===== config.mk =====
export PLATFORM = sky130hd
export DESIGN_NAME = intra4_mode_picker
export DESIGN_NICKNAME = d
export VERILOG_FILES = /design/src/logic/intra4_pred_pkg.sv /design/src/logic/rd_cost_pkg.sv /design/src/logic/best_mode_tracker.sv /design/src/logic/intra4_mode_picker.sv /design/src/logic/intra4_predictor.sv /design/src/logic/mode_search_ctrl.sv /design/src/logic/search_counter.sv /design/src/logic/sse_accumulator.sv
export SDC_FILE = /design/constraint.sdc
export NUM_CORES = 2
export LEC_CHECK = 0
export ABC_AREA = 1
export BUFFER_PORTS_ARGS = -buffer_cell sky130_fd_sc_hd__buf_2
export CORE_MARGIN = 1
export CORE_UTILIZATION = 30
export DETAILED_ROUTE_END_ITERATION = 7
export PLACE_DENSITY_LB_ADDON = 0.12
export SLEW_MARGIN = 5
export SYNTH_ARGS = -nofsm -noshare
export SYNTH_HDL_FRONTEND = slang
export SYNTH_SLANG_ARGS = --single-unit

===== constraint.sdc =====
create_clock -name clk -period 23.8 [get_ports clk]
set_input_delay 1.19 -clock clk [delete_from_list [all_inputs] [get_ports clk]]
set_output_delay 1.19 -clock clk [all_outputs]
set_load 0.03 [all_outputs]

===== src/logic/intra4_pred_pkg.sv =====
/*
 * Pixel, row and block containers for the 4x4 luma mode picker.
 * Pixel x of a row sits at bits 8x upward, row y of a block at bits 32y upward.
 * Only the four non-diagonal prediction modes exist here.
 * Enum order is both the search order and the tie-break order.
 */

`default_nettype none

package intra4_pred_pkg;

    // ------------------------------------------------------------
    // Sample containers
    // ------------------------------------------------------------

    // One 8-bit luma sample
    typedef logic [7:0] pixel_t;

    // Element 0 is the leftmost pixel
    typedef pixel_t [3:0] row_t;

    // Element 0 is the top row
    typedef row_t [3:0] block_t;

    // ------------------------------------------------------------
    // Prediction modes
    // ------------------------------------------------------------

    // Lower value wins a tie on score
    typedef enum logic [1:0] {
        MODE_DC = 2'd0,
        MODE_TM = 2'd1,
        MODE_VE = 2'd2,
        MODE_HE = 2'd3
    } intra4_mode_e;

endpackage : intra4_pred_pkg

`default_nettype wire


===== src/logic/rd_cost_pkg.sv =====
/*
 * Rate-distortion types and the fixed header cost of each 4x4 mode.
 * Score is 256 * SSE + lambda * header cost and always fits in 29 bits.
 */

`default_nettype none

package rd_cost_pkg;

    import intra4_pred_pkg::*;

    // Max 16 * 255^2 = 1040400, fits in 20 bits
    typedef logic [19:0] sse_t;
    typedef logic [15:0] lambda_t;
    typedef logic [31:0] score_t;
    typedef logic [10:0] hdr_cost_t;

    // Starting point of every best-score search
    localparam score_t SCORE_MAX = '1;

    // ------------------------------------------------------------
    // Header bits of each mode, in 1/256 bit units
    // ------------------------------------------------------------
    function automatic hdr_cost_t mode_fixed_cost(input intra4_mode_e mode);
        hdr_cost_t cost;
        case (mode)
            MODE_DC: cost = 11'd40;
            MODE_TM: cost = 11'd1151;
            MODE_VE: cost = 11'd1723;
            default: cost = 11'd1874;
        endcase
        return cost;
    endfunction

endpackage : rd_cost_pkg

`default_nettype wire


===== src/logic/best_mode_tracker.sv =====
/*
 * Scores each mode in its score cycle and keeps the lowest one.
 * A mode replaces the best only on a strictly lower score, so ties keep the
 * earlier mode. Best outputs stay put until the next search updates them.
 */

`timescale 1ns/1ns
`default_nettype none

module best_mode_tracker
    import intra4_pred_pkg::*;
    import rd_cost_pkg::*;
(
    input  wire               clk,
    input  wire               rst_n,
    input  wire               load_i,
    input  wire lambda_t      lambda_i,
    input  wire               row_valid_i,
    input  wire               score_en_i,
    input  wire intra4_mode_e mode_i,
    input  wire [1:0]         row_i,
    input  wire row_t         pred_row_i,
    input  wire sse_t         sse_i,
    output intra4_mode_e      best_mode_o,
    output score_t            best_score_o,
    output sse_t              best_sse_o,
    output block_t            best_pred_o
);

    lambda_t     lambda_q;
    block_t      cand_q;
    logic [26:0] rate_cost;
    score_t      mode_score;

    // ------------------------------------------------------------
    // Lambda and candidate block of the mode in progress
    // ------------------------------------------------------------
    always_ff @(posedge clk) begin
        if (load_i) begin
            lambda_q <= lambda_i;
        end
        if (row_valid_i) begin
            cand_q[row_i] <= pred_row_i;
        end
    end

    // ------------------------------------------------------------
    // RD score: 256 * SSE + lambda * header cost
    // ------------------------------------------------------------
    assign rate_cost  = lambda_q * mode_fixed_cost(mode_i);
    assign mode_score = {4'b0000, sse_i, 8'h00} + {5'b00000, rate_cost};

    always_ff @(posedge clk or negedge rst_n) begin
        if (!rst_n) begin
            best_mode_o  <= MODE_DC;
            best_score_o <= '0;
            best_sse_o   <= '0;
            best_pred_o  <= '0;
        end else if (load_i) begin
            // First scored mode always wins
            best_score_o <= SCORE_MAX;
        end else if (score_en_i && (mode_score < best_score_o)) begin
            best_mode_o  <= mode_i;
            best_score_o <= mode_score;
            best_sse_o   <= sse_i;
            best_pred_o  <= cand_q;
        end
    end

endmodule : best_mode_tracker

`default_nettype wire


===== src/logic/intra4_mode_picker.sv =====
/*
 * 4x4 intra luma mode picker over DC, TM, VE and HE.
 * Start/done pulse handshake; inputs are captured the cycle after start.
 * Results are valid from done_o until the next accepted start.
 */

`timescale 1ns/1ns
`default_nettype none

module intra4_mode_picker
    import intra4_pred_pkg::*;
    import rd_cost_pkg::*;
#(
    parameter int MODE_COUNT = 4
) (
    input  wire               clk,
    input  wire               rst_n,
    input  wire               start_i,
    input  wire block_t       src_i,
    input  wire row_t         top_i,
    input  wire pixel_t       top_right_i,
    input  wire row_t         left_i,
    input  wire pixel_t       top_left_i,
    input  wire lambda_t      lambda_i,
    output logic              busy_o,
    output logic              done_o,
    output intra4_mode_e      best_mode_o,
    output score_t            best_score_o,
    output sse_t              best_sse_o,
    output block_t            best_pred_o
);

    // ------------------------------------------------------------
    // Control strobes and counts
    // ------------------------------------------------------------
    logic         load;
    logic         row_valid;
    logic         score_en;
    logic         last_row;
    logic         last_mode;
    intra4_mode_e mode_idx;
    logic [1:0]   row_idx;

    // Datapath
    row_t         pred_row;
    sse_t         mode_sse;

    mode_search_ctrl u_ctrl (
        .clk         (clk),
        .rst_n       (rst_n),
        .start_i     (start_i),
        .last_row_i  (last_row),
        .last_mode_i (last_mode),
        .load_o      (load),
        .row_valid_o (row_valid),
        .score_en_o  (score_en),
        .done_o      (done_o),
        .busy_o      (busy_o)
    );

    search_counter #(
        .MODE_COUNT (MODE_COUNT)
    ) u_counter (
        .clk         (clk),
        .rst_n       (rst_n),
        .clear_i     (load),
        .row_step_i  (row_valid),
        .mode_step_i (score_en),
        .mode_o      (mode_idx),
        .row_o       (row_idx),
        .last_row_o  (last_row),
        .last_mode_o (last_mode)
    );

    intra4_predictor u_pred (
        .clk         (clk),
        .rst_n       (rst_n),
        .load_i      (load),
        .top_i       (top_i),
        .top_right_i (top_right_i),
        .left_i      (left_i),
        .top_left_i  (top_left_i),
        .mode_i      (mode_idx),
        .row_i       (row_idx),
        .pred_row_o  (pred_row)
    );

    sse_accumulator u_sse (
        .clk         (clk),
        .rst_n       (rst_n),
        .load_i      (load),
        .src_i       (src_i),
        .row_valid_i (row_valid),
        .score_en_i  (score_en),
        .row_i       (row_idx),
        .pred_row_i  (pred_row),
        .sse_o       (mode_sse)
    );

    best_mode_tracker u_best (
        .clk          (clk),
        .rst_n        (rst_n),
        .load_i       (load),
        .lambda_i     (lambda_i),
        .row_valid_i  (row_valid),
        .score_en_i   (score_en),
        .mode_i       (mode_idx),
        .row_i        (row_idx),
        .pred_row_i   (pred_row),
        .sse_i        (mode_sse),
        .best_mode_o  (best_mode_o),
        .best_score_o (best_score_o),
        .best_sse_o   (best_sse_o),
        .best_pred_o  (best_pred_o)
    );

endmodule : intra4_mode_picker

`default_nettype wire


===== src/logic/intra4_predictor.sv =====
/*
 * Predicted row for DC, TM, VE and HE from neighbours latched on load_i.
 * pred_row_o is combinational in mode_i and row_i. DC is computed once at load.
 * VE extends the top row with top-left and top-right; HE repeats left[3] below.
 */

`timescale 1ns/1ns
`default_nettype none

module intra4_predictor
    import intra4_pred_pkg::*;
(
    input  wire          clk,
    input  wire          rst_n,
    input  wire          load_i,
    input  wire row_t    top_i,
    input  wire pixel_t  top_right_i,
    input  wire row_t    left_i,
    input  wire pixel_t  top_left_i,
    input  wire intra4_mode_e mode_i,
    input  wire [1:0]    row_i,
    output row_t         pred_row_o
);

    row_t          top_q;
    row_t          left_q;
    pixel_t        top_right_q;
    pixel_t        top_left_q;
    pixel_t        dc_q;
    logic [10:0]   dc_sum;
    pixel_t [5:0]  top_ext;
    pixel_t [5:0]  left_ext;
    logic [2:0]    ry;
    pixel_t        he_val;

    // Three-tap smoothing with rounding
    function automatic pixel_t avg3(input pixel_t a, input pixel_t b, input pixel_t c);
        logic [9:0] s;
        s = {2'b00, a} + {1'b0, b, 1'b0} + {2'b00, c} + 10'd2;
        return s[9:2];
    endfunction

    // left + top - top_left, saturated to a pixel
    function automatic pixel_t tm_clip(input pixel_t l, input pixel_t t, input pixel_t tl);
        logic signed [9:0] s;
        pixel_t            r;
        s = $signed({2'b00, l}) + $signed({2'b00, t}) - $signed({2'b00, tl});
        if (s < 0)
            r = 8'd0;
        else if (s > 10'sd255)
            r = 8'd255;
        else
            r = s[7:0];
        return r;
    endfunction

    always_comb begin
        dc_sum = 11'd4;
        for (int i = 0; i < 4; i++) begin
            dc_sum = dc_sum + top_i[i] + left_i[i];
        end
    end

    always_ff @(posedge clk or negedge rst_n) begin
        if (!rst_n) begin
            top_q       <= '0;
            left_q      <= '0;
            top_right_q <= '0;
            top_left_q  <= '0;
            dc_q        <= '0;
        end else if (load_i) begin
            top_q       <= top_i;
            left_q      <= left_i;
            top_right_q <= top_right_i;
            top_left_q  <= top_left_i;
            dc_q        <= dc_sum[10:3];
        end
    end

    // Edge rows with the corner and the end pixel attached
    assign top_ext  = {top_right_q, top_q, top_left_q};
    assign left_ext = {left_q[3], left_q, top_left_q};

    assign ry     = {1'b0, row_i};
    assign he_val = avg3(left_ext[ry], left_ext[ry + 3'd1], left_ext[ry + 3'd2]);

    always_comb begin
        for (int x = 0; x < 4; x++) begin
            case (mode_i)
                MODE_DC: pred_row_o[x] = dc_q;
                MODE_TM: pred_row_o[x] = tm_clip(left_q[row_i], top_q[x], top_left_q);
                MODE_VE: pred_row_o[x] = avg3(top_ext[x], top_ext[x + 1], top_ext[x + 2]);
                default: pred_row_o[x] = he_val;
            endcase
        end
    end

endmodule : intra4_predictor

`default_nettype wire


===== src/logic/mode_search_ctrl.sv =====
/*
 * Sequencer for one block: load, four rows per mode, a score cycle per mode, done.
 * start_i is only looked at in IDLE. Every output is registered.
 */

`timescale 1ns/1ns
`default_nettype none

module mode_search_ctrl (
    input  wire  clk,
    input  wire  rst_n,
    input  wire  start_i,
    input  wire  last_row_i,
    input  wire  last_mode_i,
    output logic load_o,
    output logic row_valid_o,
    output logic score_en_o,
    output logic done_o,
    output logic busy_o
);

    typedef enum logic [2:0] {
        IDLE,
        LOAD,
        ROWS,
        SCORE,
        DONE
    } state_e;

    state_e state_q;
    state_e state_d;

    // ------------------------------------------------------------
    // Next state
    // ------------------------------------------------------------
    always_comb begin
        state_d = state_q;
        case (state_q)
            IDLE:    if (start_i) state_d = LOAD;
            LOAD:    state_d = ROWS;
            ROWS:    if (last_row_i) state_d = SCORE;
            SCORE:   state_d = last_mode_i ? DONE : ROWS;
            DONE:    state_d = IDLE;
            default: state_d = IDLE;
        endcase
    end

    // ------------------------------------------------------------
    // State and decoded strobes
    // ------------------------------------------------------------
    always_ff @(posedge clk or negedge rst_n) begin
        if (!rst_n) begin
            state_q     <= IDLE;
            load_o      <= 1'b0;
            row_valid_o <= 1'b0;
            score_en_o  <= 1'b0;
            done_o      <= 1'b0;
            busy_o      <= 1'b0;
        end else begin
            state_q     <= state_d;
            load_o      <= (state_d == LOAD);
            row_valid_o <= (state_d == ROWS);
            score_en_o  <= (state_d == SCORE);
            done_o      <= (state_d == DONE);
            busy_o      <= (state_d != IDLE);
        end
    end

endmodule : mode_search_ctrl

`default_nettype wire


===== src/logic/search_counter.sv =====
/*
 * Row and mode counter for the mode search.
 * MODE_COUNT must be 1 to 4; the first MODE_COUNT modes in enum order are walked.
 */

`timescale 1ns/1ns
`default_nettype none

module search_counter
    import intra4_pred_pkg::*;
#(
    parameter int MODE_COUNT = 4
) (
    input  wire          clk,
    input  wire          rst_n,
    input  wire          clear_i,
    input  wire          row_step_i,
    input  wire          mode_step_i,
    output intra4_mode_e mode_o,
    output logic [1:0]   row_o,
    output logic         last_row_o,
    output logic         last_mode_o
);

    localparam intra4_mode_e LAST_MODE = intra4_mode_e'(MODE_COUNT - 1);

    always_ff @(posedge clk or negedge rst_n) begin
        if (!rst_n) begin
            row_o  <= 2'd0;
            mode_o <= MODE_DC;
        end else if (clear_i) begin
            row_o  <= 2'd0;
            mode_o <= MODE_DC;
        end else begin
            // Wraps from 3 back to 0 on its own
            if (row_step_i) begin
                row_o <= row_o + 2'd1;
            end
            if (mode_step_i) begin
                mode_o <= intra4_mode_e'(mode_o + 2'd1);
            end
        end
    end

    assign last_row_o  = (row_o == 2'd3);
    assign last_mode_o = (mode_o == LAST_MODE);

endmodule : search_counter

`default_nettype wire


===== src/logic/sse_accumulator.sv =====
/*
 * Per-mode sum of squared errors, one row per row_valid_i.
 * sse_o holds the full mode sum in the score cycle and is cleared after it.
 */

`timescale 1ns/1ns
`default_nettype none

module sse_accumulator
    import intra4_pred_pkg::*;
    import rd_cost_pkg::*;
(
    input  wire         clk,
    input  wire         rst_n,
    input  wire         load_i,
    input  wire block_t src_i,
    input  wire         row_valid_i,
    input  wire         score_en_i,
    input  wire [1:0]   row_i,
    input  wire row_t   pred_row_i,
    output sse_t        sse_o
);

    block_t      src_q;
    row_t        src_row;
    pixel_t      diff;
    logic [15:0] sq;
    logic [17:0] row_sse;

    always_ff @(posedge clk) begin
        if (load_i) begin
            src_q <= src_i;
        end
    end

    assign src_row = src_q[row_i];

    // Four squared differences of the current row
    always_comb begin
        row_sse = '0;
        for (int x = 0; x < 4; x++) begin
            diff    = (src_row[x] > pred_row_i[x]) ? src_row[x] - pred_row_i[x]
                                                   : pred_row_i[x] - src_row[x];
            sq      = diff * diff;
            row_sse = row_sse + sq;
        end
    end

    always_ff @(posedge clk or negedge rst_n) begin
        if (!rst_n)
            sse_o <= '0;
        else if (load_i || score_en_i)
            sse_o <= '0;
        else if (row_valid_i)
            sse_o <= sse_o + row_sse;
    end

endmodule : sse_accumulator

`default_nettype wire


# --- After elaboration in Yosys (flattened, before gate mapping) ---
# Index checks and enable logic that the tools add are counted.
totals:
  regBits: 574
  out_inout_bits: 184
  elab_cells: 208
classes:
  n_addsub: 48
  n_mul: 5
  reduce_logical: 11
  eq_ne: 11
  bitwise_logic: 1
  n_mux: 42
  order_cmp: 18
ops:
  columns: ["op", "count"]
  rows:
  - ["$bwmux W128", 1]
  - ["$mux W32", 4]
  - ["$mux W8", 16]
  - ["$pmux W8 S3", 4]
  - ["$add A11 B8 Y11", 7]
  - ["$bmux W32 S2", 1]
  - ["$demux W32 S2", 1]
  - ["$mul A8 B8 Y16", 4]
  - ["$sub A8 B8 Y8", 8]
  - ["$add A10 B2 Y10 const B", 5]
  - ["$add A10 B8 Y10", 5]
  - ["$add A8 B9 Y10", 5]
  - ["$bmux W8 S3", 2]
  - ["$gt A10 B9 Y1 const B", 4]
  - ["$lt A10 B1 Y1 const B", 4]
  - ["$mux W20", 2]
  - ["$sub A9 B8 Y10", 4]
  - ["$add A18 B16 Y18", 2]
  - ["$add A8 B8 Y9", 4]
  - ["$pmux W11 S3", 1]
  - ["$bmux W8 S2", 2]
  - ["$gt A8 B8 Y1", 4]
  - ["$lt A32 B32 Y1", 1]
  - ["$add A28 B27 Y29", 1]
  - ["27 further kinds", 44]

# --- Depth between registers and ports, before layout ---
depth:
  ltp_word: 17
  mapped_depth: 78
  mapped_depth_nobuf: 74

# --- Modules after synthesis ---
# From an unflattened synthesis, not the netlist that was laid out.
hier_totals:
  cells_unflattened: 5546
  area_unflattened_um2: 47810.9
by_module_without_submodules:
  columns: ["mod", "cells_each", "n_inst", "area_each_um2"]
  rows:
  - ["best_mode_tracker", 2022, 1, 19301.0]
  - ["sse_accumulator", 1856, 1, 16510.8]
  - ["intra4_predictor", 1615, 1, 11502.3]
  - ["mode_search_ctrl", 30, 1, 302.8]
  - ["search_counter", 23, 1, 193.9]

# --- Worst setup path before layout ---
# No wires, ideal clock.
synth_timing:
  path_type: "register to register"
  from: "register u_counter.row_o[0]"
  to: "register u_sse.sse_o[18]"
  path_slack_ns: 10.361
  arrival_time_ns: 13.319
  setup_time_ns: 0.119
  t_required_ns: 23.681
  period_less_slack_ns: 13.439
  path_stages_with_launch: 71
  cell_sequence: "dfrtp_1 > buf_2 > inv_1 > clkbuf_1 > clkbuf_1 > buf_2 > ha_1 > inv_1 > nand2_1 > o21ai_0 > fa_1 > ha_1 > a21oi_1 > o21a_1 > o21ai_1 > nand2_1 > nand2_1 > nand2_1 > [... 35 more ...] > inv_1 > ha_1 > nand2_1 > nor2_1 > nand3_1 > nand4_1 > a21oi_1 > nand3b_1 > nand2_1 > ha_1 > inv_1 > nor3_1 > nor3b_1 > nand2_1 > nand2_1 > nand3_1 > nand2_1 > nor2_1"
synth_rtl:
  columns: ["item", "line", "text"]
  rows:
  - ["from (decl)", "search_counter.sv:20", "output logic [1:0] row_o,"]
  - ["from (signal assigned)", "search_counter.sv:37", "row_o <= row_o + 2'd1;"]
  - ["to (signal assigned)", "sse_accumulator.sv:55", "sse_o <= sse_o + row_sse;"]
  - ["to (decl)", "sse_accumulator.sv:21", "output sse_t sse_o"]

==> results.cfg <==
[detailed_routing]
num_vias = 38290
first_pass_iters = 5
drtIter0Drc = 2471
drc = 0
wirelength_um = 173700
detail-route-antenna-nets = 0
post_drt_wl_per_cell_um = 21.30
avgViaCountPerCell = 4.694

[grt]
grt_pass1_vias = 39950
antenna_found_initial = 14
grt_pass1_wl_um = 259200
grt_max_degree = 92
gr-total-overflow = 0
grt_use_total_pct = 21.54

[floorplanning]
fp.coreArea_um2 = 158900
io_pins = 411
row_count = 146
die_x_um = 402.8
die_area_um2 = 162200
die_h_um = 402.8
start_util_pct = 30.32

[synth]
synthTopCellsByArea = fa_1 18%, edfxtp_1 17%, dfrtp_1 16%
ys.warnings.count = 0
synth.top_cell.area_share_pct = 17.83
synth-xor-area-share_pct = 1.981
synth-adder-area-share_pct = 28.29
synth_seq_cells = 572
synthSimpleGateAreaFrac_pct = 20.54
synth_top_family_by_area = adder cells
ys_seq_area_share_pct = 32.53
synth_area_um2 = 48180
synth_compound_area_share_pct = 6.716
syn_avg_cell_area_um2 = 8.518
yosysTopAreaCell = fa_1
synthMuxAreaShare_pct = 0.02078
ys_types = 52
synthCells = 5656
syn_nets = 6715

[clock_network]
clk_pin_slew_ps = 60
clockBufferDepth = 3
tritoncts = done
clock-root-buffer = clkbuf_16
cts_setup_buffers = 0
cts-resized-gates = 0
clkLatencyLatePin_ps = 720
cts_hold_buf = 0
cts_sinks = 572
cts_made_buffers = 76
cts-htree-levels = 3

[min_path]
hold_path.class = in -> async

[run]
max_cap_viol_count = 0

[layout]
stdcell_count = 8157
drive_gt1_share_pct = 11.72
fin_nets = 7079
post-route-cell-area_um2 = 55040
syn_to_final_growth_pct = 14.24

[timing]
setup-violations-final = 0
setup_tns_ps = 0
fmax_mhz = 63.06
max_slew_margin_pct = 18.43
min_period_over_period_pct = 66.63
drv_slew = 0
worst_pin_slew_ps = 1221
hold_viol = 0
min_period_ps = 15860
grt_setup_unrepaired = no
skew_ps = 47.75

[critical_path]
crit_fanout = 46
cp_slowest_cell = dfrtp_4
cp_data_arrival_time_ps = 16450
critPathMaxStageDelay_ps = 660
endpoint_kind = flip-flop
crit_path_start_kind = flip-flop
worstRegToRegCells = 60
path_class = reg -> reg
cp_num_buf_inv = 11
critical_path_required_ps = 24390
crit_top_cell = nand2_1
crit_family = adder cells
cp.depth = 60

[status]
run_status = complete, no violations

[place]
place_hpwl_um = 138600
gp_congestion = 0.9106
place_area_um2 = 52410
portBuffers = 410
place_inst = 8014
[cells in the mapped netlist (all sizes together)]
cell	n
nor2	350
o22ai	9
nor3	16
a21oi	241
nand3	218
and2	7
buf	64
dfrtp	300
nand2	1431
a221oi	1
a2bb2oi	1
edfxtp	272
o32ai	2
o21bai	7
o2111ai	3
o21ai	233
a31oi	5
nor3b	2
o221ai	1
o21a	7
xor2	61
xnor2	48
mux2i	1
nand4	181
o211ai	20
a32oi	29
a21o	15
nor4	2
clkinv	5
ha	403
clkbuf	103
a31o	1
inv	1056
or2	108
o31ai	1
and3	1
a211oi	2
nand3b	14
a21boi	6
fa	429
[worst paths after layout]
kind	endpoint	from	slack (ps)
setup / recovery	u_sse.sse_o[17]$_DFFE_PN0P_	u_counter.row_o[0]$_DFFE_PN0P_	7940
hold / removal	u_pred.left_ext[31]$_DFFE_PN0P_	rst_n	460
min in group clk	u_best.best_pred_o[39]$_DFFE_PN0P_	u_best.best_pred_o[39]$_DFFE_PN0P_	460
setup reg to reg	u_sse.sse_o[17]$_DFFE_PN0P_	u_counter.row_o[0]$_DFFE_PN0P_	7940
hold reg to reg	u_best.best_pred_o[39]$_DFFE_PN0P_	u_best.best_pred_o[39]$_DFFE_PN0P_	460
max in group asynchronous	u_best.best_pred_o[85]$_DFFE_PN0P_	rst_n	21020
[per-stage QoR]
stage          worst slack (ps)  utilization [%]  hold slack [ps]
3_3_place_gp               8186            32.98            448.8
4_1_cts                    8005            34.63            468.2
6_report                   7942            34.63            455.8
2_1_floorplan             10360                -            445.9
3_5_place_dp               8084            32.98            453.8
5_1_grt                    6949            34.63            479.2
[cells by family after synthesis]
| group | count (synthesis) |
|---|---|
| AO/OA/AOI/OAI | 584 |
| XOR/XNOR | 109 |
| adder cells (fa/ha/maj) | 832 |
| buffers and inverters | 1228 |
| flip-flops | 572 |
| multiplexers | 1 |
| AND/OR/NAND/NOR | 2330 |
[layout make-up]
| cell class | instances | area [um2] |
|---|---|---|
| multi-input combinational | 3856 | 27760 |
| clock inverter | 43 | 586.8 |
| inverter | 1061 | 3990 |
| tap | 2072 | 2592 |
| fill | 16800 | 103900 |
| sequential | 572 | 15680 |
| clock buffer | 97 | 2032 |
| timing repair buffer | 453 | 2385 |
| antenna | 3 | 7.507 |
[placed cells by master (no fill, tap or decap), drive strengths merged, types with 2 or more instances in the layout]
cell,synthesis,layout
xor2,61,61
nand2,1431,1431
bufinv,0,8
a31oi,5,5
xnor2,48,48
ha,403,403
diode,0,3
a211oi,2,2
clkinv,5,30
nor2,350,350
clkinvlp,0,7
a32oi,29,29
and2,7,7
o22ai,9,9
o32ai,2,2
o2111ai,3,3
clkbuf,103,97
o21a,7,7
nor3b,2,2
or2,108,108
nand3,218,218
inv,1056,1059
dfrtp,300,300
a21boi,6,6
nor3,16,16
a21oi,241,241
nand3b,14,14
buf,64,453
edfxtp,272,272
nand4,181,181
o211ai,20,20
nor4,2,2
fa,429,429
a21o,15,15
o21bai,7,7
o21ai,233,233
[state kept, by name, indices dropped and copies added (netlist names)]
name / count
u_best.best_pred_o: 128
u_best.cand_q: 128
u_sse.src_q: 128
u_pred.left_ext: 32
u_pred.top_ext: 32
u_best.best_score_o: 30
u_best.best_sse_o: 20
u_sse.sse_o: 20
u_best.lambda_q: 16
u_pred.dc_q: 8
u_pred.top_left_q: 8
u_pred.top_right_q: 8
u_ctrl.state_q: 3
u_best.best_mode_o: 2
u_counter.mode_o: 2
u_counter.row_o: 2
u_ctrl.busy_o: 1
u_ctrl.done_o: 1
u_ctrl.load_o: 1
u_ctrl.row_valid_o: 1
u_ctrl.score_en_o: 1
[per-layer routing]
| layer | GRT usage, % | routed length [um] | vias up |
|---|---|---|---|
| li1 | - | - | 18610 |
| met1 | 28.24 | 77120 | 18640 |
| met2 | 35.92 | 81770 | 851 |
| met3 | 4.528 | 10360 | 177 |
| met4 | 5.617 | 4426 | 8 |
| met5 | 0 | 49 | - |
[worst register-to-register path, delay by kind of cell, from the launching register on]
kind	cells	cell delay [ps]
compound gates	7	1550
xor+xnor	2	470
simple gates	23	3530
fa+ha+maj	17	7920
flops	1	660
buf+inv	11	1610
Power is not shown: default switching activity piles up to over one toggle a cycle in this logic, so the estimate is an artifact.
